`src/logic/ti_glue_pkg.sv`:
```
/*
 * Shared constants and types for the TI-99/4A system glue.
 * Modules use scoped names in their port lists and a wildcard import inside the body.
 */
package ti_glue_pkg;

  // Widths fixed by the machine
  localparam int CPU_AW       = 16;  // CPU byte address
  localparam int CPU_DW       = 16;  // CPU data bus
  localparam int XADDR_W      = 23;  // External memory word address
  localparam int CART_PAGE_W  = 5;   // Extended Basic bank number
  localparam int KEY_ROWS     = 8;   // Keyboard matrix rows
  localparam int LOADER_OFS_W = 12;  // Loader register offset
  localparam int TRACE_AW     = 8;   // 256 trace entries

  typedef logic [CPU_AW-1:0]  cpu_addr_t;
  typedef logic [XADDR_W-1:0] xaddr_t;

  // One recorded bus cycle, 36 bits
  typedef struct packed {
    logic [3:0]        ctrl;  // iaq, int_req, wr, rd
    logic [CPU_DW-1:0] data;  // dout on writes, din on reads
    cpu_addr_t         addr;
  } trace_entry_t;

  //----------------------------------------
  // Loader offset, two decodings
  //----------------------------------------
  typedef struct packed {
    logic                    is_trace;  // Low for registers
    logic [LOADER_OFS_W-6:0] pad_zero;  // Must be zero for a register hit
    logic [3:0]              reg_idx;   // 0-7 keyboard rows, 8-9 control
  } loader_reg_view_t;

  typedef struct packed {
    logic                           is_trace;  // High for trace entries
    logic [TRACE_AW-1:0]            entry;     // Trace buffer index
    logic [LOADER_OFS_W-TRACE_AW-2:0] byte_sel;  // Byte within the 8-byte entry
  } loader_trace_view_t;

  typedef union packed {
    loader_reg_view_t   reg_view;
    loader_trace_view_t trace_view;
  } loader_ofs_u;

endpackage
```
`src/logic/loader_regs.sv`:
```
/*
 * Loader register port: keyboard rows, CPU reset control and trace readback.
 * Single-cycle rd/wr strobes, acknowledged one cycle later with read data.
 */
`timescale 1ns/10ps

module loader_regs (
  input  logic                                        clk,
  input  logic                                        cpu_reset,
  input  logic                                        loader_wr_i,
  input  logic                                        loader_rd_i,
  input  ti_glue_pkg::loader_ofs_u                    loader_ofs_i,
  input  logic [7:0]                                  loader_wdata_i,
  input  logic [$clog2(ti_glue_pkg::KEY_ROWS)-1:0]    line_sel_i,
  input  ti_glue_pkg::trace_entry_t                   trace_rd_entry_i,
  input  logic [ti_glue_pkg::TRACE_AW-1:0]            trace_wptr_i,
  output logic [7:0]                                  loader_rdata_o,
  output logic                                        loader_ack_o,
  output logic [7:0]                                  keyline_o,
  output logic                                        cpu_hold_reset_o,
  output logic [ti_glue_pkg::TRACE_AW-1:0]            trace_rd_idx_o
);

  import ti_glue_pkg::*;

  logic [7:0] key_rows [KEY_ROWS];  // Low bit = key down
  logic [7:0] ctrl_reg;             // Bit 0 low holds the CPU in reset
  logic [7:0] rd_byte;
  logic       reg_hit, key_hit, ctrl_hit;

  //----------------------------------------
  // Offset decode
  //----------------------------------------
  assign reg_hit  = !loader_ofs_i.reg_view.is_trace && (loader_ofs_i.reg_view.pad_zero == '0);
  assign key_hit  = reg_hit && !loader_ofs_i.reg_view.reg_idx[3];          // 0-7
  assign ctrl_hit = reg_hit && (loader_ofs_i.reg_view.reg_idx[3:1] == 3'b100);  // 8-9

  assign trace_rd_idx_o = loader_ofs_i.trace_view.entry;  // Buffer answers combinationally

  always_comb begin
    rd_byte = 8'h00;
    if (loader_ofs_i.trace_view.is_trace) begin
      case (loader_ofs_i.trace_view.byte_sel)
        3'd2:    rd_byte = trace_wptr_i;
        3'd3:    rd_byte = {4'h0, trace_rd_entry_i.ctrl};
        3'd4:    rd_byte = trace_rd_entry_i.data[15:8];
        3'd5:    rd_byte = trace_rd_entry_i.data[7:0];
        3'd6:    rd_byte = trace_rd_entry_i.addr[15:8];
        3'd7:    rd_byte = trace_rd_entry_i.addr[7:0];
        default: rd_byte = 8'h00;  // Bytes 0-1 unused
      endcase
    end else if (key_hit) begin
      rd_byte = key_rows[loader_ofs_i.reg_view.reg_idx[2:0]];
    end else if (ctrl_hit) begin
      rd_byte = ctrl_reg;
    end
  end

  //----------------------------------------
  // Register writes and ack
  //----------------------------------------
  always_ff @(posedge clk) begin
    if (cpu_reset) begin
      for (int i = 0; i < KEY_ROWS; i++)
        key_rows[i] <= 8'hff;  // All keys up
      ctrl_reg     <= 8'hff;
      loader_ack_o <= 1'b0;
    end else begin
      loader_ack_o <= loader_wr_i || loader_rd_i;  // Unknown offsets still acked
      if (loader_wr_i && key_hit)
        key_rows[loader_ofs_i.reg_view.reg_idx[2:0]] <= loader_wdata_i;
      if (loader_wr_i && ctrl_hit)
        ctrl_reg <= loader_wdata_i;
    end
  end

  // Read data holds until the next read
  always_ff @(posedge clk) begin
    if (loader_rd_i)
      loader_rdata_o <= rd_byte;
    keyline_o <= key_rows[line_sel_i];  // Row scan from the 9901 side
  end

  assign cpu_hold_reset_o = !ctrl_reg[0];

  a_loader_excl: assert property (@(posedge clk) disable iff (cpu_reset)
    !(loader_rd_i && loader_wr_i))
    else $error("loader read and write strobes together");

endmodule

```
`config.mk`:
```
export PLATFORM = sky130hd
export DESIGN_NAME = loader_regs
export DESIGN_NICKNAME = d
export VERILOG_FILES = /design/src/logic/ti_glue_pkg.sv /design/src/logic/loader_regs.sv
export SDC_FILE = /design/constraint.sdc
export NUM_CORES = 1
export LEC_CHECK = 0
export BUFFER_PORTS_ARGS = -buffer_cell sky130_fd_sc_hd__buf_2
export CORE_MARGIN = 5
export CORE_UTILIZATION = 60
export DETAILED_ROUTE_END_ITERATION = 16
export GPL_TIMING_DRIVEN = 0
export PLACE_DENSITY = 0.83
export SETUP_SLACK_MARGIN = 0.3
export SYNTH_ARGS = -nofsm -noshare
export SYNTH_HDL_FRONTEND = slang
export SYNTH_SLANG_ARGS = --single-unit
```
`constraint.sdc`:
```
create_clock -name clk -period 4.2 [get_ports clk]
set_clock_uncertainty 0.15 [all_clocks]
set_input_delay 0.63 -clock clk [delete_from_list [all_inputs] [get_ports clk]]
set_output_delay 0.63 -clock clk [all_outputs]
set_load 0.1 [all_outputs]
```
Word level (Yosys, flattened, before mapping)

Memory sizes are Yosys's and may differ from the RTL's. A register that Yosys moved wholly into a read port is not among the register bits.
Index checks and enable logic that the tools add are counted.
Widths: inputs -> output; s select.

Eq/ne operators: 7
Muxes and demuxes: 12
Reductions and logical operators: 11

Operator list:

| kind               | count |
|---|---|
| $pmux 8 s6         | 1 |
| $mux 8             | 4 |
| $eq 3x3->1 const B | 5 |
| $reduce_or 8->1    | 1 |
| $logic_not 7->1    | 1 |
| $eq 3x2->1 const B | 2 |
| $mux 1             | 6 |
| $logic_and 1x1->1  | 5 |
| $logic_not 1->1    | 3 |
| $mux 3             | 1 |
| $logic_or 1x1->1   | 1 |

Register bits: 17
RAM bits: 64
Bits of input ports: 71
Word-level logic and storage cells: 34
Memories kept: 1

Memory list:

| name     | depth | bits a word | read ports | clocked after Yosys merged registers in | write ports | line              | text |
|---|---|---|---|---|---|---|---|
| key_rows | 8     | 8           | 2          | 1                                       | 8           | loader_regs.sv:26 | `logic [7:0] key_rows [KEY_ROWS];` |

Logic depth before layout (Yosys ltp)

Word-level depth: 9
Mapped depth: 7
Mapped depth without buffers: 4

Worst setup path before layout

OpenSTA, ideal clock, no wires.

Kind: input to register
Start point: input port loader_ofs_i[9] in the netlist's numbering
End point: memory key_rows[0][0], enable pin
Setup time: 0.329 ns
Data arrival time: 2.006 ns
Slack: 1.715 ns
Stages: 4
Path buffers: 0
Path through: nor4_4 > nand3_2 > nor4b_4 > or2_1

RTL lines:

| what            | line              | text |
|---|---|---|
| start, declared | loader_regs.sv:12 | `input ti_glue_pkg::loader_ofs_u loader_ofs_i,` |
| end, declared   | loader_regs.sv:26 |  |

==> metrics.yaml <==
synth_seq_cells: 89
core_area_um2: 8090
synth.avg_cell_area_um2: 14.1
setup_tns_ns: 0
wl_per_cell_um: 22.8
slew_viol_final: 0
port_buffers: 91
regMostFlops: "key_rows"
syn_nets: 418
wirelength_mm: 12.8
cts_tree: "built"
regToRegStartpoint: "key_rows[0][5]"
setup_viol: 0
hold_class: "reg2reg"
cts_max_path_buffers: 2
cts_setup_buffers: 0
grt_pass1_vias: 3457
yosys.cell_types.count: 37
dr.pass1.iters: 7
grt_max_degree: 15
yosys_warnings: 0
syn2layout_area_growth_pct: 16.5
layout_common_cells: "buf_2, edfxtp_1, nand2b_1"
relSlewSlack_pct: 41.4
netlist_area_um2: 4890
netlist.area_leader.share_pct: 44.2
fp.dieW_um: 100
drc: 0
required_ns: 4.06
vias_per_cell: 6.21
track_usage_pct: 25.8
hold_viol_final: 0
synth_area_leaders: "edfxtp_1, mux4_2, nand2b_1"
fillers: 557
cts.sinks: 89
end_kind: "flop"
n_antenna_cell: 0
io_pins: 97
crit_path_start: "loader_ofs_i[9]"
hold_start: "ctrl_reg[3]"
fmax_mhz: 350
largest_reg_flops: 64
arrival_ns: 2.71
grt_first_pass_wirelength_mm: 19.2
first_iter_violations: 401
antenna_found_initial: 0
std_cell_rows: 33
postCtsHoldBufs: 0
htreeDepth: 3
ir_worst_vdd_mv: 0.207
drtAntennaViolNets: 0
power.density_nw_per_um2: 366
num_vias: 3471
ys_seq_area_share_pct: 51.2
worstSkewPairLatency_ns: 0.35
worstSetupPathType: "in2reg"
tightest_slew_ns: 0.875
fin_util_pct: 70.4
syn_inst: 347
final_common_cell: "buf_2"
gp_congestion: 0.845
status: "finished, final reports clean"
period_minus_slack_ns: 2.86
dp_hpwl_mm: 9.20
grt_overflow: 0
cts-root-buf: "clkbuf_8"
finalCritPeriodShare_pct: 68.0
ctsResizeCount: 0
drv_cap: 0
drive_gt1_share_pct: 39.0
start_kind: "input port"
cts_made_buffers: 9
start_util_pct: 60.4
rsz0062_at_grt: "no"
synth_top_area_cell: "edfxtp_1"
die-area_um2: 10100
clkTransAtPathRegs_ns: 0.08
leakagePower_nw: 2.07
fin_nets: 520
die_h_um: 100
worst-path-max-fanout: 9
## cell type report
type / count / area, µm² / area share, %
inverter: 3 / 11.3 / 0.198
sequential: 89 / 2500 / 43.9
timing repair buffer: 91 / 455 / 8.00
clock buffer: 11 / 141 / 2.48
multi-input combinational: 224 / 2200 / 38.6
tap: 105 / 131 / 2.31
buffer: 31 / 175 / 3.08
clock inverter: 5 / 78.8 / 1.38
## cells in the mapped netlist (all sizes together)
cell	instances
nand3b	10
nor3b	2
or3	2
a21oi	7
clkbuf	10
a222oi	3
edfxtp	72
nand2b	59
nor3	2
a32oi	1
nand3	11
and3	8
and4	1
nor4b	1
nand2	10
mux2	9
inv	3
o2bb2ai	3
a211o	8
a221o	1
dfxtp	17
buf	21
o211ai	10
nor4	6
nand4	1
nor2	4
or2	15
nor2b	1
mux4	33
mux2i	16
## critical path, cell delays in order
cell and delay, ns:
buf_2 0.12, nor4_4 0.45, nand3_2 0.28, nor3_2 0.73
or2_1 0.50
## final timing paths
check                                    endpoint  cells past startpoint  slack, ns
worst min-delay path                  ctrl_reg[3]                      1       0.32
worst min register to register        ctrl_reg[3]                      1       0.32
worst max-delay path               key_rows[3][7]                      5       1.34
worst max register to register  loader_rdata_o[5]                      3       2.50
## per-stage QoR
step	instance area (µm²)	total power [W]	hold slack, ns	instances	setup slack [ns]
2_1_floorplan	4890	0.00134	0.284	347	1.71
3_3_place_gp	5470	0.00144	0.297	543	1.04
3_5_place_dp	5470	0.00145	0.300	543	0.992
4_1_cts	5690	0.00208	0.318	559	1.36
5_1_grt	5690	0.00215	0.335	559	1.27
6_report	5690	0.00208	0.318	559	1.34
## cells by family after synthesis
kind of cell           after synthesis  synth area share [%]
AO/OA/AOI/OAI                       33                  5.22
AND/OR/NAND/NOR                    133                  19.2
buffers and inverters               34                  3.81
flip-flops                          89                  51.2
multiplexers                        58                  20.6
## metal layers
metal  share of wire (%)  vias up  GRT usage, %  wire length, µm
met5                   0        -             0                0
met4                 1.9        0          8.08              247
met3                 9.6       24          3.61             1230
met2                  52      199          44.9             6620
met1                  37     1705          33.7             4660
li1                    -     1543             -                -
## where the power goes
part / total (W) / internal (W) / switching, W
registers: 0.00102 / 0.000999 / 0.0000207
clock network: 0.000649 / 0.000350 / 0.000300
logic: 0.000415 / 0.000135 / 0.000280
No activity file was read; power rests on OpenSTA's default activity.
