===== src/logic/ti_glue_pkg.sv =====
/*
 * Shared constants and types for the TI-99/4A system glue.
 * Modules use scoped names in their port lists and a wildcard import inside the body.
 */
package ti_glue_pkg;

  // Widths fixed by the machine
  localparam int CPU_AW       = 16;  // CPU byte address
  localparam int CPU_DW       = 16;  // CPU data bus
  localparam int XADDR_W      = 23;  // External memory word address
  localparam int CART_PAGE_W  = 5;   // Extended Basic bank number
  localparam int KEY_ROWS     = 8;   // Keyboard matrix rows
  localparam int LOADER_OFS_W = 12;  // Loader register offset
  localparam int TRACE_AW     = 8;   // 256 trace entries

  typedef logic [CPU_AW-1:0]  cpu_addr_t;
  typedef logic [XADDR_W-1:0] xaddr_t;

  // One recorded bus cycle, 36 bits
  typedef struct packed {
    logic [3:0]        ctrl;  // iaq, int_req, wr, rd
    logic [CPU_DW-1:0] data;  // dout on writes, din on reads
    cpu_addr_t         addr;
  } trace_entry_t;

  //----------------------------------------
  // Loader offset, two decodings
  //----------------------------------------
  typedef struct packed {
    logic                    is_trace;  // Low for registers
    logic [LOADER_OFS_W-6:0] pad_zero;  // Must be zero for a register hit
    logic [3:0]              reg_idx;   // 0-7 keyboard rows, 8-9 control
  } loader_reg_view_t;

  typedef struct packed {
    logic                           is_trace;  // High for trace entries
    logic [TRACE_AW-1:0]            entry;     // Trace buffer index
    logic [LOADER_OFS_W-TRACE_AW-2:0] byte_sel;  // Byte within the 8-byte entry
  } loader_trace_view_t;

  typedef union packed {
    loader_reg_view_t   reg_view;
    loader_trace_view_t trace_view;
  } loader_ofs_u;

endpackage

===== src/logic/cpu_bus_decode.sv =====
/*
 * CPU address decode, rising-edge request strobes and CPU ready.
 * ROM and cartridge windows are write protected; ready holds until the cycle ends.
 */
`timescale 1ns/10ps

module cpu_bus_decode (
  input  logic                   clk,
  input  logic                   cpu_reset,
  input  ti_glue_pkg::cpu_addr_t cpu_addr_i,
  input  logic                   cpu_rd_i,
  input  logic                   cpu_wr_i,
  input  logic                   mem_ack_i,
  input  logic                   vdp_ack_i,
  output logic                   xram_sel_o,
  output logic                   cart_sel_o,
  output logic                   vdp_rd_o,
  output logic                   vdp_wr_o,
  output logic                   mem_rd_rq_o,
  output logic                   mem_wr_rq_o,
  output logic                   cart_wr_rq_o,
  output logic                   ready_o
);

  logic last_rd, last_wr;  // Previous cycle copies for edge detect
  logic rd_edge, wr_edge;
  logic vdp_sel;           // VDP port access in progress
  logic ready_now;
  logic keep_ready;

  //----------------------------------------
  // Chip selects
  //----------------------------------------
  assign cart_sel_o = (cpu_addr_i[15:13] == 3'b011);  // 6000-7FFF

  assign xram_sel_o = ((cpu_addr_i[15:13] == 3'b000) && !cpu_wr_i)  // ROM, read only
                    || (cpu_addr_i[15:13] == 3'b001)                 // 2000-3FFF low 8K
                    || (cart_sel_o && !cpu_wr_i)                     // Cartridge, read only
                    || (cpu_addr_i[15:10] == 6'b100000)              // 8000-83FF scratchpad
                    || (cpu_addr_i[15:13] == 3'b101)                 // A000-BFFF
                    || (cpu_addr_i[15:14] == 2'b11);                 // C000-FFFF

  assign vdp_sel  = (cpu_rd_i && cpu_addr_i[15:8] == 8'h88)
                 || (cpu_wr_i && cpu_addr_i[15:8] == 8'h8c);
  assign vdp_rd_o = cpu_rd_i && (cpu_addr_i[15:8] == 8'h88);

  // First cycle of rd or wr
  assign rd_edge = cpu_rd_i && !last_rd;
  assign wr_edge = cpu_wr_i && !last_wr;

  assign vdp_wr_o     = wr_edge && (cpu_addr_i[15:8] == 8'h8c);
  assign mem_rd_rq_o  = rd_edge && xram_sel_o;
  assign mem_wr_rq_o  = wr_edge && xram_sel_o;
  assign cart_wr_rq_o = wr_edge && cart_sel_o;  // Bank switch, even though not selected

  //----------------------------------------
  // Ready
  //----------------------------------------
  assign ready_now = (xram_sel_o && mem_ack_i) || (vdp_sel && vdp_ack_i);
  assign ready_o   = ready_now || keep_ready;

  always_ff @(posedge clk) begin
    if (cpu_reset) begin
      last_rd    <= 1'b0;
      last_wr    <= 1'b0;
      keep_ready <= 1'b0;
    end else begin
      last_rd <= cpu_rd_i;
      last_wr <= cpu_wr_i;
      if (!cpu_rd_i && !cpu_wr_i)
        keep_ready <= 1'b0;  // Cycle over
      else if (ready_now)
        keep_ready <= 1'b1;  // Remember the ack
    end
  end

  // The CPU never reads and writes in the same cycle
  a_rd_wr_excl: assert property (@(posedge clk) disable iff (cpu_reset)
    !(cpu_rd_i && cpu_wr_i))
    else $error("cpu_rd_i and cpu_wr_i both high");

endmodule


===== config.mk =====
export PLATFORM = sky130hd
export DESIGN_NAME = cpu_bus_decode
export DESIGN_NICKNAME = d
export VERILOG_FILES = /design/src/logic/ti_glue_pkg.sv /design/src/logic/cpu_bus_decode.sv
export SDC_FILE = /design/constraint.sdc
export NUM_CORES = 1
export LEC_CHECK = 0
export BUFFER_PORTS_ARGS = -buffer_cell sky130_fd_sc_hd__buf_4
export CAP_MARGIN = 20
export CORE_AREA = 5 5 42 44
export DETAILED_ROUTE_END_ITERATION = 8
export DIE_AREA = 0 0 47 49
export PLACE_DENSITY_LB_ADDON = 0.05
export SLEW_MARGIN = 30
export SYNTH_ARGS = -nofsm -noshare
export SYNTH_HDL_FRONTEND = slang
export SYNTH_SLANG_ARGS = --single-unit

===== constraint.sdc =====
create_clock -name clk -period 0.9 [get_ports clk]
set_input_delay 0.09 -clock clk [delete_from_list [all_inputs] [get_ports clk]]
set_output_delay 0.09 -clock clk [all_outputs]
set_load 0.01 [all_outputs]

# Yosys cells after proc, flatten, opt, wreduce, memory -nomap -nowiden
# Cells that the tools add are included.
[word_totals]
ramBits = 0
rom_bits = 0
in_bits = 22
regBits = 3
word_cells = 37
n_memories = 0
latchBits = 0
out_inout_bits = 8
[classes]
reduce_logical = 27
order_cmp = 0
eq_ne = 7
n_addsub = 0
mux = 0
bitwise = 0
n_div = 0
n_mul = 0
shift = 0
[ops]
columns = ["cell", "count"]
rows = [
  ["8-bit == test, second input constant", 2],
  ["1-bit logical AND", 13],
  ["1-bit logical OR", 8],
  ["6-bit == test, second input constant", 1],
  ["1-bit zero test", 4],
  ["3-bit by 1-bit == test with 1-bit output, second input constant", 1],
  ["3-bit by 2-bit == test with 1-bit output, second input constant", 1],
  ["3-bit == test, second input constant", 1],
  ["3-bit zero test", 1],
  ["2-bit == test, second input constant", 1],
  ["2-bit OR reduction", 1],
]

# Longest topological paths before layout
[depth]
depth_word = 10
depth_mapped = 4

# Worst setup path after synthesis
# OpenSTA, ideal clock, no wires.
[synth_timing]
kind = "input to output"
startpoint = "in cpu_addr_i[11]"
endpoint = "out mem_rd_rq_o"
slack_ns = -0.064
t_required_ns = 0.810
arrival_time_ns = 0.874
path_stages = 3
n_path_buf = 0
path_cell_list = "o31a_1 or2_1 nor3b_2"
[synth_between]
elab_chain_len = 5
[synth_lines]
columns = ["element", "line", "text"]
rows = [
  ["start, declared", "cpu_bus_decode.sv:10", "input ti_glue_pkg::cpu_addr_t cpu_addr_i,"],
  ["6-bit == test", "cpu_bus_decode.sv:39", "|| (cpu_addr_i[15:10] == 6'b100000)"],
  ["1-bit logical OR", "cpu_bus_decode.sv:39", ""],
  ["1-bit logical OR", "cpu_bus_decode.sv:40", "|| (cpu_addr_i[15:13] == 3'b101)"],
  ["1-bit logical OR", "cpu_bus_decode.sv:41", "|| (cpu_addr_i[15:14] == 2'b11);"],
  ["1-bit logical AND", "cpu_bus_decode.sv:52", "assign mem_rd_rq_o = rd_edge && xram_sel_o;"],
  ["end, declared", "cpu_bus_decode.sv:19", "output logic mem_rd_rq_o,"],
]
# Every way passes these cells.

# Final worst setup path
# Same ends and word-level chain as after synthesis.

==> impl_metrics.yaml <==
placed_design:
  place_ws_ps: -265
  place.port_buffers: 21
  dp.final_hpwl_um: 783
  place_inst: 72
  routabilityCongestion: 0.706
power_and_ir_drop:
  power.share.clock: 0.365
  p_sw_frac: 0.262
  ir_drop_uv: 518
  seqPwrFrac: 0.233
  p_int_w: 0.000465
  p_per_area_mw_per_mm2: 1010
  netSwitchingPower_w: 0.000165
  combPwrFrac: 0.402
  leakagePower_nw: 0.300
timing:
  skew_ps: 0
  hold_violations: 0
  hold_ws_ps: 33.5
  fin_ws_ps: -218
  max-slew-margin-rel: 0.788
  period_needed_ps: 1120
  timing.final.max_slew_violations: 0
  setup_viol_count_final: 8
  rsz0062_at_grt: "true"
  fin_crit_sh: 1.24
  clock.fmax_mhz: 894
  worst_slew_pin_slew_ps: 316
global_routing:
  antenna_found_initial: 0
  grt_use_met2: 0.154
  grt_max_degree: 6
  met3_usage: 0.0258
  overflow: 0
  track_usage: 0.0894
  grt_first_pass_wirelength_um: 1480
  use_met1: 0.0877
  grt_pass1_vias: 371
  busiest_layer: "met2"
cells_and_area:
  seqCellArea_sq_um: 60.1
  nNetsFinal: 84
  drive_above_1_share: 0.754
  multi_input_area_sq_um: 255
  diodes: 0
  post-route-util: 0.446
  fill_cells: 157
  synthToLayoutAreaGrowth_pct: 150
  stdcell_count: 77
route:
  via_per_inst: 4.40
  wire_per_inst_um: 12.4
  dr.pass1.iters: 2
  remaining_drc_errors: 0
  drtIter0Drc: 1
  ant_nets: 0
  vias: 339
  wl_um: 958
clocking:
  cts.sinks: 3
  cts_buffers: 3
  cts_tree: "done"
  path_clk_slew_ps: 40
  cts_root_buf: "clkbuf_4"
  clk_latency_ps: 230
  cts_hold_buf: 0
  ctsLongestPathBuffers: 2
  h-tree-depth: 1
critical_path:
  path_buf_inv: 2
  cp_slowest_stage_delay_ps: 310
  worstPathRequired_ps: 810
  endpoint_kind: "primary output"
  crit_arrival_ps: 1030
  worstSetupStartpointType: "input port"
  worst_r2r_path_depth: 4
  slowest_stage: "o31a_1"
  cp_cell_sequence: "buf_6, o31a_1, or2_4, nor3b_2, buf_4"
  crit_cells: 5
  crit_path_max_fanout: 3
  path_delay_family: "simple AND/OR/NAND/NOR gates"
  crit_type: "input port to primary output"
job:
  drv_cap: 0
synthesis:
  yosysUniqueCellTypes: 17
  syn_nets: 51
  yosysTopAreaCell: "dfxtp_1"
  synth_flop_cell: "dfxtp_1"
  ys_ff_latch: 3
  ys_seq_area_frac: 0.240
  yosysTopAreaCellShare: 0.240
  postSynthAreaPerCell_sq_um: 8.63
  yosysWarnings: 0
  yosys-top-cells-count: "3 x dfxtp_1, 3 x inv_1, 3 x nand2b_1, 3 x nor2b_1"
  synth_edf_count: 0
  netlist_top_cells_area: "dfxtp_1 24%, nor3b_2 10%, nand2b_1 7.5%"
  syn_area_sq_um: 250
  synthArstFlopShare: 0
  syn_inst: 29
outcome:
  violations: "setup timing"
  status: "finished, violations left"
min_path:
  hold_path_class: "input port to register"
  hold_depth: 2
floorplan:
  die_area_sq_mm: 0.00230
  die_x_um: 47
  core_area_sq_mm: 0.00140
  pin_count: 30
  initial_utilization: 0.179
  rows: 14
  die_h_um: 49
-- layout make-up --
| type | instances | area share |
|---|---|---|
| multi-input cells | 23 | 0.409 |
| clock buffers | 4 | 0.0421 |
| repair buffers | 28 | 0.403 |
| well taps | 16 | 0.0321 |
| flip-flops and latches | 3 | 0.0962 |
| inverters | 3 | 0.0180 |
-- layout by cell type (no fill, tap or decap), types with 2 or more instances in the layout --
| master | n |
|---|---|
| buf_4 | 18 |
| buf_6 | 9 |
| clkbuf_4 | 3 |
| dfxtp_1 | 3 |
| inv_1 | 3 |
| nand2b_4 | 2 |
| nor2_1 | 2 |
| nor2b_1 | 2 |
| nor3_2 | 2 |
| nor3b_2 | 2 |
-- registers in the layout (all words and copies together) (netlist names) --
register    flops
keep_ready      1
last_rd         1
last_wr         1
-- cells by family after synthesis --
group | Yosys count | synth area share
buf+inv | 3 | 0.0450
mux | 1 | 0.0450
simple gates | 17 | 0.465
compound gates | 5 | 0.205
flops | 3 | 0.240
-- power groups by stage --
stage	combinational [W]	sequential, W	clock [W]
CTS	0.000240	0.000146	0.000245
global placement	0.000184	0.000148	0
detailed placement	0.000188	0.000148	0
finish	0.000253	0.000146	0.000230
floorplan	0.0000703	0.000147	0
global route	0.000271	0.000147	0.000251
-- final timing paths --
path             startpoint          end  slack (ps)
max          cpu_addr_i[11]  mem_rd_rq_o        -220
min               cpu_reset      last_wr          30
max reg2reg      keep_ready   keep_ready         -50
min reg2reg      keep_ready   keep_ready         660
-- per-stage QoR --
| step | setup TNS [ps] | area (sq um) | power (W) |
|---|---|---|---|
| final | -1020 | 624 | 0.000629 |
| after floorplan | -125 | 260 | 0.000218 |
| after global routing | -1440 | 624 | 0.000669 |
| after detailed placement | -1640 | 483 | 0.000336 |
| after global placement | -1500 | 483 | 0.000332 |
| after CTS | -1080 | 611 | 0.000631 |
-- metal layers --
metal	wire (um)	vias up	part of all wire
li1	-	168	-
met1	366	158	0.38
met2	511	13	0.53
met3	80	0	0.084
met4	0	0	0
met5	0	-	0
-- what timing repair did --
action                     CTS  global route
setup endpoints to repair    7             7
gates resized for setup     21             2
buffers inserted             0             1
pin swaps                    8             2
-- worst register-to-register path: stages, from the launching register on --
cell     delay, ps
dfxtp_1        300
a41oi_2        200
o31ai_4        110
buf_4          140
o21a_1          90
No activity file was read; power rests on OpenSTA's default activity.
