`src/logic/ti_glue_pkg.sv`:
```
/*
 * Shared constants and types for the TI-99/4A system glue.
 * Modules use scoped names in their port lists and a wildcard import inside the body.
 */
package ti_glue_pkg;

  // Widths fixed by the machine
  localparam int CPU_AW       = 16;  // CPU byte address
  localparam int CPU_DW       = 16;  // CPU data bus
  localparam int XADDR_W      = 23;  // External memory word address
  localparam int CART_PAGE_W  = 5;   // Extended Basic bank number
  localparam int KEY_ROWS     = 8;   // Keyboard matrix rows
  localparam int LOADER_OFS_W = 12;  // Loader register offset
  localparam int TRACE_AW     = 8;   // 256 trace entries

  typedef logic [CPU_AW-1:0]  cpu_addr_t;
  typedef logic [XADDR_W-1:0] xaddr_t;

  // One recorded bus cycle, 36 bits
  typedef struct packed {
    logic [3:0]        ctrl;  // iaq, int_req, wr, rd
    logic [CPU_DW-1:0] data;  // dout on writes, din on reads
    cpu_addr_t         addr;
  } trace_entry_t;

  //----------------------------------------
  // Loader offset, two decodings
  //----------------------------------------
  typedef struct packed {
    logic                    is_trace;  // Low for registers
    logic [LOADER_OFS_W-6:0] pad_zero;  // Must be zero for a register hit
    logic [3:0]              reg_idx;   // 0-7 keyboard rows, 8-9 control
  } loader_reg_view_t;

  typedef struct packed {
    logic                           is_trace;  // High for trace entries
    logic [TRACE_AW-1:0]            entry;     // Trace buffer index
    logic [LOADER_OFS_W-TRACE_AW-2:0] byte_sel;  // Byte within the 8-byte entry
  } loader_trace_view_t;

  typedef union packed {
    loader_reg_view_t   reg_view;
    loader_trace_view_t trace_view;
  } loader_ofs_u;

endpackage
```
`src/logic/cart_bank_mapper.sv`:
```
/*
 * Extended Basic cartridge bank register and CPU to external address mapping.
 * A write anywhere in 6000-7FFF latches the page from address bits 5..1.
 */
`timescale 1ns/10ps

module cart_bank_mapper (
  input  logic                   clk,
  input  logic                   cpu_reset,
  input  ti_glue_pkg::cpu_addr_t cpu_addr_i,
  input  logic                   cart_sel_i,
  input  logic                   cart_wr_rq_i,
  output ti_glue_pkg::xaddr_t    xaddr_o
);

  import ti_glue_pkg::*;

  // Cartridge pages start at 128K words into external memory
  localparam int CART_BASE_W = XADDR_W - CART_PAGE_W - 12;

  logic [CART_PAGE_W-1:0] cart_page;
  xaddr_t                 x_cart_addr;
  xaddr_t                 x_cpu_addr;

  always_ff @(posedge clk) begin
    if (cpu_reset)
      cart_page <= '0;
    else if (cart_wr_rq_i)
      cart_page <= cpu_addr_i[CART_PAGE_W:1];  // Page comes from the address bus
  end

  //----------------------------------------
  // Address mapping
  //----------------------------------------
  assign x_cart_addr = {CART_BASE_W'(1), cart_page, cpu_addr_i[12:1]};
  assign x_cpu_addr  = {{(XADDR_W - CPU_AW + 1){1'b0}}, cpu_addr_i[CPU_AW-1:1]};  // Word address

  assign xaddr_o = cart_sel_i ? x_cart_addr : x_cpu_addr;

endmodule

```
`config.mk`:
```
export PLATFORM = sky130hd
export DESIGN_NAME = cart_bank_mapper
export DESIGN_NICKNAME = d
export VERILOG_FILES = /design/src/logic/ti_glue_pkg.sv /design/src/logic/cart_bank_mapper.sv
export SDC_FILE = /design/constraint.sdc
export NUM_CORES = 1
export LEC_CHECK = 0
export CORE_AREA = 2 2 39 41
export DETAILED_ROUTE_END_ITERATION = 12
export DIE_AREA = 0 0 41 43
export DONT_BUFFER_PORTS = 1
export PLACE_DENSITY = 0.52
export SKIP_CTS_REPAIR_TIMING = 1
export SYNTH_ARGS = -nofsm -noshare
export SYNTH_HDL_FRONTEND = slang
export SYNTH_SLANG_ARGS = --single-unit
```
`constraint.sdc`:
```
create_clock -name clk -period 1.1 [get_ports clk]
set_input_delay 0.055 -clock clk [delete_from_list [all_inputs] [get_ports clk]]
set_output_delay 0.055 -clock clk [all_outputs]
set_load 0.05 [all_outputs]
```
**Yosys cells after proc, flatten, opt, wreduce, memory -nomap -nowiden**

Index checks and enable logic that the tools add are counted.

- Bits in registers: 5
- Input bits: 20
- Logic and storage cells: 2

- Mux-type cells: 1

Operators by type and width:

| kind | number |
|---|---|
| 18-bit 2-to-1 mux | 1 |

**Logic depth before layout (Yosys ltp)**

Gate-level depths: netlist of run 1.

- Depth after elaboration: 1
- Depth in mapped cells: 3
- Gate-level depth less buffers: 2

**Worst setup path after synthesis of run 1**

OpenSTA, ideal clock, no wires.

- Path kind: register -> output
- Start point: register cart_page[0]
- End point: output port xaddr_o[12]
- Data arrival time: 0.664 ns
- Setup slack: 0.381 ns
- Stages on the path, launching flop included: 2
- Path buffers: 0
- Cells stage by stage: dfxtp_1 > mux2_2

- Longest elaborated chain between the ends: 1

Ends and longest elaborated chain:

| element | RTL line | text |
|---|---|---|
| from (decl) | cart_bank_mapper.sv:21 | `logic [CART_PAGE_W-1:0] cart_page;` |
| from (signal assigned) | cart_bank_mapper.sv:29 | `cart_page <= cpu_addr_i[CART_PAGE_W:1];` |
| 18-bit 2-to-1 mux | cart_bank_mapper.sv:38 | `assign xaddr_o = cart_sel_i ? x_cart_addr : x_cpu_addr;` |
| to (decl) | cart_bank_mapper.sv:13 | `output ti_glue_pkg::xaddr_t xaddr_o` |

Every way passes these cells.

**Worst setup path after layout of run 1**

- Start point: register cart_page[1]
- End point: output port xaddr_o[13]

Same word-level chain as after synthesis.

==> results of run 1 <==
-- stage by stage --
step                      setup WS (ps)  cell area [um^2]
after floorplan                     381               383
after global placement              370               256
after detailed placement            370               256
after CTS                           105               283
after global routing               87.1               343
final                               116               343
-- cell families after synthesis --
family / share of synthesized area (%)
simple gates: 9.18
flops: 27.2
buf+inv: 39.8
other cells: 1.02
mux: 22.8
-- worst max-delay path by stage --
stage	end	start	slack, ps	cells after the start
after floorplan	xaddr_o[12]	cart_page[0]	380	1
after global placement	xaddr_o[12]	cart_page[0]	370	1
after detailed placement	xaddr_o[12]	cart_page[0]	370	1
after CTS	xaddr_o[12]	cart_page[0]	110	1
after global routing	xaddr_o[13]	cart_page[1]	90	1
final	xaddr_o[13]	cart_page[1]	120	1
-- cell type report --
| cell class | count | share of cell area, % |
|---|---|---|
| Sequential cell | 5 | 29.2 |
| Tap cell | 16 | 5.84 |
| Multi-Input combinational cell | 20 | 39.8 |
| Timing Repair Buffer | 6 | 17.5 |
| Clock buffer | 4 | 7.66 |
-- power breakdown --
part,switching [mW],internal [mW]
clock,0.0755,0.137
combinational,0.0962,0.0361
sequential,0.00436,0.193
-- metal layers --
metal | up-vias | track usage (%)
li1 | 93 | -
met1 | 83 | 3.83
met2 | 16 | 7.19
met3 | 2 | 4.71
met4 | 0 | 9.33
met5 | - | 0
-- placed cells by master (no fill, tap or decap) --
master	Yosys	routed
clkbuf_1	0	1
mux2i_1	5	5
dfxtp_1	5	5
dlygate4sd3_1	0	6
conb_1	1	5
clkbuf_4	0	3
nor2_1	5	5
mux2_2	3	3
and2_2	2	2
-- cell usage after synthesis, drive strengths merged --
| master | instances | area share [%] |
|---|---|---|
| mux2i | 5 | 14 |
| conb | 1 | 1.0 |
| mux2 | 3 | 9.2 |
| nor2 | 5 | 5.1 |
| dfxtp | 5 | 27 |
| and2 | 2 | 4.1 |
| buf | 19 | 40 |
==> results.yml, run 1 <==
setup_path:
  worst_path_max_delay_cell: "mux2_2"
  cp.arrival_ps: 930
  timing.rr.end: "cart_page[3]"
  crit_fanout: 2
  reg2reg_depth: 2
  criticalPathCategory: "flop to output port"
  worstPathCellList: "mux2_2"
  crit_required_ps: 1040
  path_delay_family: "multiplexers"
  critPathMaxStageDelay_ps: 390
  crit_buf_inv: 0
  ff2ff_setup_slack_ps: 490
  r2r_start: "cart_page[3]"
  cp-end-kind: "output port"
  critPathLaunchType: "flop"
run_status:
  outcome: "finished, violations left"
  violations: "negative hold slack"
min_path:
  whs_endpoint: "cart_page[4]"
  hold_start: "cpu_addr_i[5]"
  hold_class: "primary input to flop"
  hold_path_depth: 2
placed_design:
  dp_hpwl_um: 366
  port_buffers: 0
  placed_cells_incl_taps: 41
  gp_congestion: 0.467
final_layout:
  area_growth_pct: -6.80
  multi_input_area_um2: 136
  seq_area_um2: 100
  fin_nets: 56
  reg_top3: "cart_page (5)"
  diodes: 0
  post-route-util_pct: 24.8
  layout-drive-gt1-share_pct: 22.9
  n_fill_cell: 156
  max_flop_register: "cart_page"
  largest_register_ffs: 5
  finalNonFillerCells: 51
route:
  ant_nets: 0
  drt-pass1-iter-count: 1
  wl_met2_um: 290
  wl_per_cell_um: 11.2
  drtIter0Drc: 0
  drc: 0
  via_per_inst: 3.80
  wl_met1_um: 179
  wl_um: 570
  top_layer_used: "met4"
  routed-wl-met3_um: 93
  vias: 194
timing:
  hold_viol_final: 2
  tns_ps: 0
  fin_crit_sh_pct: 89.4
  clock.fmax_mhz: 1020
  grt_setup_unrepaired: "no"
  setup_viol: 0
  min_period_ps: 984
  fin_hold_ws_ps: -31.9
  fin_skew_ps: 0
  finalMaxSlewViolations: 0
clock_network:
  cts.sinks: 5
  htreeDepth: 1
  clock_latency_ps: 240
  cts_inserted_buffers: 3
  cts.clk_slew.worst_paths_ps: 40
  cts_tree: "done"
  cts-root-buf: "clkbuf_4"
  clock_path_buffers: 2
job:
  drv_cap: 0
pwr:
  power.density_mw_per_mm2: 1580
  p_total_uw: 542
  leakagePower_nw: 0.157
  vdd_drop_max_uv: 362
floorplanning:
  design.portCount: 43
  core_mm2: 0.00138
  die_w_um: 41
  rows: 14
  die-area_mm2: 0.00176
  start_util_pct: 26.6
  dieHeight_um: 43
synth:
  netlist_area_um2: 368
  ys_types: 8
  synth-seq-area-share_pct: 27.2
  synthCells: 40
  ys_warn_count: 0
  synth_seq_cells: 5
  synth_area_per_cell_um2: 9.20
global_route:
  grt_max_degree: 7
  grt_pass1_wl_um: 565
  antenna_found_initial: 0
  grt_pass1_vias: 148
  grt_usage_pct: 5.81
  overflow: 0
No activity file was read; power rests on OpenSTA's default activity.
==> inputs of run 2 (changes only) <==
--- a/config.mk
+++ b/config.mk
@@ -9,6 +9,7 @@
 export DETAILED_ROUTE_END_ITERATION = 12
 export DIE_AREA = 0 0 41 43
 export DONT_BUFFER_PORTS = 1
+export GPL_TIMING_DRIVEN = 0
 export PLACE_DENSITY = 0.52
 export SKIP_CTS_REPAIR_TIMING = 1
 export SYNTH_ARGS = -nofsm -noshare
==> run 2 against run 1 <==
Net effect: the flow still finishes with violations (negative hold slack); sequential power is essentially flat; routed wire length grew 8.8%; register-to-register slack better by 20 ps; setup slack improved by 3.7 ps; largest cell class is now buffers; global-route usage increased by 0.51 points; flip-flop and latch count stayed put; cell count up 35%; die area unchanged; clock power down 2%; core utilization up 9.9 points; critical path depth unchanged; combinational power increased by 110%.
==> results.yml, run 2 (synthesis gave the netlist of run 1 again) <==
global_route:
  grt_pass1_vias: 198
  grt_max_degree: 7
  grt_pass1_wl_um: 676
  antenna_found_initial: 0
  overflow: 0
  grt_usage_pct: 6.33
timing:
  fin_crit_sh_pct: 89.1
  min_period_ps: 980
  setup_viol: 0
  grt_setup_unrepaired: "no"
  tns_ps: 0
  fin_hold_ws_ps: -11.1
  fin_skew_ps: 0
  finalMaxSlewViolations: 0
  clock.fmax_mhz: 1020
  hold_viol_final: 1
min_path:
  hold_class: "primary input to flop"
  hold_path_depth: 2
  hold_start: "cpu_addr_i[5]"
floorplanning:
  dieHeight_um: 43
  start_util_pct: 26.6
  core_mm2: 0.00138
  design.portCount: 43
  die_w_um: 41
  die-area_mm2: 0.00176
  rows: 14
setup_path:
  crit_required_ps: 1040
  criticalPathCategory: "flop to output port"
  path_delay_family: "multiplexers"
  path_depth: 1
  critPathLaunchType: "flop"
  reg2reg_depth: 2
  crit_buf_inv: 0
  r2r_start: "cart_page[4]"
  worst_path_max_delay_cell: "mux2_2"
  worstSetupStartpoint: "cart_page[2]"
  worstPathCellList: "mux2_2"
  cp.arrival_ps: 920
  crit_fanout: 2
  critPathMaxStageDelay_ps: 390
  cp-end-kind: "output port"
clock_network:
  cts_tree: "done"
  cts-root-buf: "clkbuf_4"
  cts_inserted_buffers: 3
  cts.clk_slew.worst_paths_ps: 40
  htreeDepth: 1
  cts.sinks: 5
  clock_latency_ps: 240
  clock_path_buffers: 2
route:
  drt-pass1-iter-count: 3
  drc: 0
  vias: 262
  via_per_inst: 3.80
  wl_per_cell_um: 8.99
  wl_um: 620
  drtIter0Drc: 1
  ant_nets: 0
pwr:
  vdd_drop_max_uv: 315
  leakagePower_nw: 0.249
  power.density_mw_per_mm2: 1430
run_status:
  outcome: "finished, violations left"
  violations: "negative hold slack"
final_layout:
  area_growth_pct: 30.3
  reg_top3: "cart_page (5)"
  largest_register_ffs: 5
  diodes: 0
  max_flop_register: "cart_page"
  fin_nets: 74
  final_common_cell: "buf_4"
  layout-drive-gt1-share_pct: 50.9
job:
  drv_cap: 0
placed_design:
  gp_congestion: 0.486
  port_buffers: 0
## run 2: path summary, 6_finish.rpt
path | to | slack (ps)
max | xaddr_o[14] | 120
min | cart_page[4] | -10
max reg2reg | cart_page[4] | 510
min reg2reg | cart_page[0] | 490
## run 2: cell type report
class	count	area [um^2]
fillers	146	905
plain buffers	19	146
well taps	16	20.0
flip-flops and latches	5	100
clock buffers	4	26.3
repair buffers	5	50.0
multi-input cells	20	136
## run 2: report_power, final
group | internal (mW) | switching, mW
clock network | 0.137 | 0.0724
logic | 0.0810 | 0.197
registers | 0.193 | 0.00419
## run 2: per-layer routing
metal | vias to the layer above | wire length, um | track usage (%)
met5 | - | 0 | 0
met4 | 0 | 0 | 6.00
met3 | 0 | 136 | 4.71
met2 | 26 | 278 | 9.69
met1 | 107 | 205 | 4.50
li1 | 129 | - | -
## run 2: through the flow
step	cells	util, %	area [um^2]	setup slack [ps]	total power [mW]
floorplan	44	-	383	381	0.456
finish	69	34.6	479	120	0.684
detailed placement	60	29.1	403	369	0.462
CTS	64	31.0	429	111	0.676
global placement	60	29.1	403	371	0.462
global route	69	34.6	479	93.7	0.715
==> inputs of run 3 (changes only) <==
--- a/config.mk
+++ b/config.mk
@@ -9,6 +9,7 @@
 export DETAILED_ROUTE_END_ITERATION = 12
 export DIE_AREA = 0 0 41 43
 export DONT_BUFFER_PORTS = 1
+export GPL_ROUTABILITY_DRIVEN = 0
 export GPL_TIMING_DRIVEN = 0
 export PLACE_DENSITY = 0.52
 export SKIP_CTS_REPAIR_TIMING = 1
==> constraint.sdc (replaced) <==
create_clock -name clk -period 1.1 [get_ports clk]
set_input_delay 0.22 -clock clk [delete_from_list [all_inputs] [get_ports clk]]
set_output_delay 0.22 -clock clk [all_outputs]
set_load 0.05 [all_outputs]
==> run 3 against run 2 <==
Net effect: the flow now finishes without violations; routed wire length is 2.7% lower; die area did not move; total power fell by 1.3%; clock power is essentially flat; non-clock buffer count decreased by 5; critical path depth unchanged; design area decreased by 7.6%; fmax is 11% lower; critical path type unchanged; largest power group unchanged.
==> results.yml, run 3 (synthesis gave the netlist of run 1 again) <==
timing:
  hold_viol_final: 0
  fin_crit_sh_pct: 100
  finalMaxSlewViolations: 0
  setup_viol: 0
  tns_ps: 0
  grt_setup_unrepaired: "yes"
  setup_slack_ps: 0.173
  min_period_ps: 1100
  fin_hold_ws_ps: 50.4
  clock.fmax_mhz: 909
  fin_skew_ps: 0
setup_path:
  worst_path_max_delay_cell: "mux2_4"
  cp-end-kind: "output port"
  cp.arrival_ps: 880
  critPathMaxStageDelay_ps: 340
  criticalPathCategory: "flop to output port"
  crit_fanout: 2
  crit_required_ps: 880
  crit_buf_inv: 0
  path_delay_family: "multiplexers"
  critPathLaunchType: "flop"
  worstPathCellList: "mux2_4"
floorplanning:
  die-area_mm2: 0.00176
  dieHeight_um: 43
  design.portCount: 43
  rows: 14
  die_w_um: 41
  start_util_pct: 26.6
  core_mm2: 0.00138
clock_network:
  clock_latency_ps: 240
  htreeDepth: 1
  cts_inserted_buffers: 3
  cts.sinks: 5
  cts.clk_slew.worst_paths_ps: 40
  cts_tree: "done"
  cts-root-buf: "clkbuf_4"
  clock_path_buffers: 2
final_layout:
  layout-drive-gt1-share_pct: 56.3
  reg_top3: "cart_page (5)"
  diodes: 0
  finalNonFillerCells: 64
  post-route-util_pct: 32.0
  final_cell_area_um2: 443
  layout_common_cells: "18 x buf_4, 5 x mux2i_1, 5 x nor2_1, 5 x conb_1, 5 x dfxtp_1"
  area_growth_pct: 20.4
  largest_register_ffs: 5
  max_flop_register: "cart_page"
  fin_nets: 69
  final_common_cell: "buf_4"
global_route:
  overflow: 0
  grt_pass1_wl_um: 676
  grt_usage_pct: 6.33
  grt_max_degree: 7
  antenna_found_initial: 0
  grt_pass1_vias: 198
pwr:
  pwr-share-seq_pct: 29.3
  leakagePower_nw: 0.241
  clkPwrFrac_pct: 30.9
  power.density_mw_per_mm2: 1520
  power.share.combinational_pct: 39.8
  vdd_drop_max_uv: 310
  p_total_uw: 675
  internal_power_uw: 407
  sw_frac_of_total_pct: 39.8
  p_sw_uw: 268
placed_design:
  post-place-ws_ps: 204
  placed_cells_incl_taps: 60
  port_buffers: 0
  placed_area_um2: 403
route:
  drc: 0
  wl_per_cell_um: 9.42
  ant_nets: 0
  wl_um: 603
  vias: 249
  drt-pass1-iter-count: 1
  drtIter0Drc: 0
  via_per_inst: 3.89
min_path:
  hold_class: "primary input to flop"
job:
  drv_cap: 0
run_status:
  outcome: "completed"
-- run 3: power groups by stage --
stage	Clock, mW	Sequential, mW	Combinational [mW]
after floorplan	0	0.199	0.256
after global placement	0	0.200	0.262
after detailed placement	0	0.200	0.262
after CTS	0.216	0.197	0.263
after global routing	0.229	0.199	0.279
final	0.209	0.198	0.269
-- run 3: cell type report --
cell class                      instances  area [um^2]
Clock buffer                            4         26.3
Multi-Input combinational cell         20          150
Buffer                                 19          146
Fill cell                             154          941
Sequential cell                         5          100
Tap cell                               16         20.0
-- run 3: per-layer routing --
metal  share of wire [%]  vias to the layer above  GRT usage (%)
met4                   0                        0           6.00
li1                    -                      119              -
met5                   0                        -              0
met1                  30                      104           4.50
met3                  23                        0           4.71
met2                  48                       26           9.69
-- run 3: final timing paths --
kind,end,cells past startpoint,from,slack [ps]
worst max register to register,cart_page[4],2,cart_page[4],520
worst min-delay path,cart_page[3],1,cpu_reset,50
worst max-delay path,xaddr_o[12],1,cart_page[0],0.2
worst min register to register,cart_page[0],2,cart_page[0],500
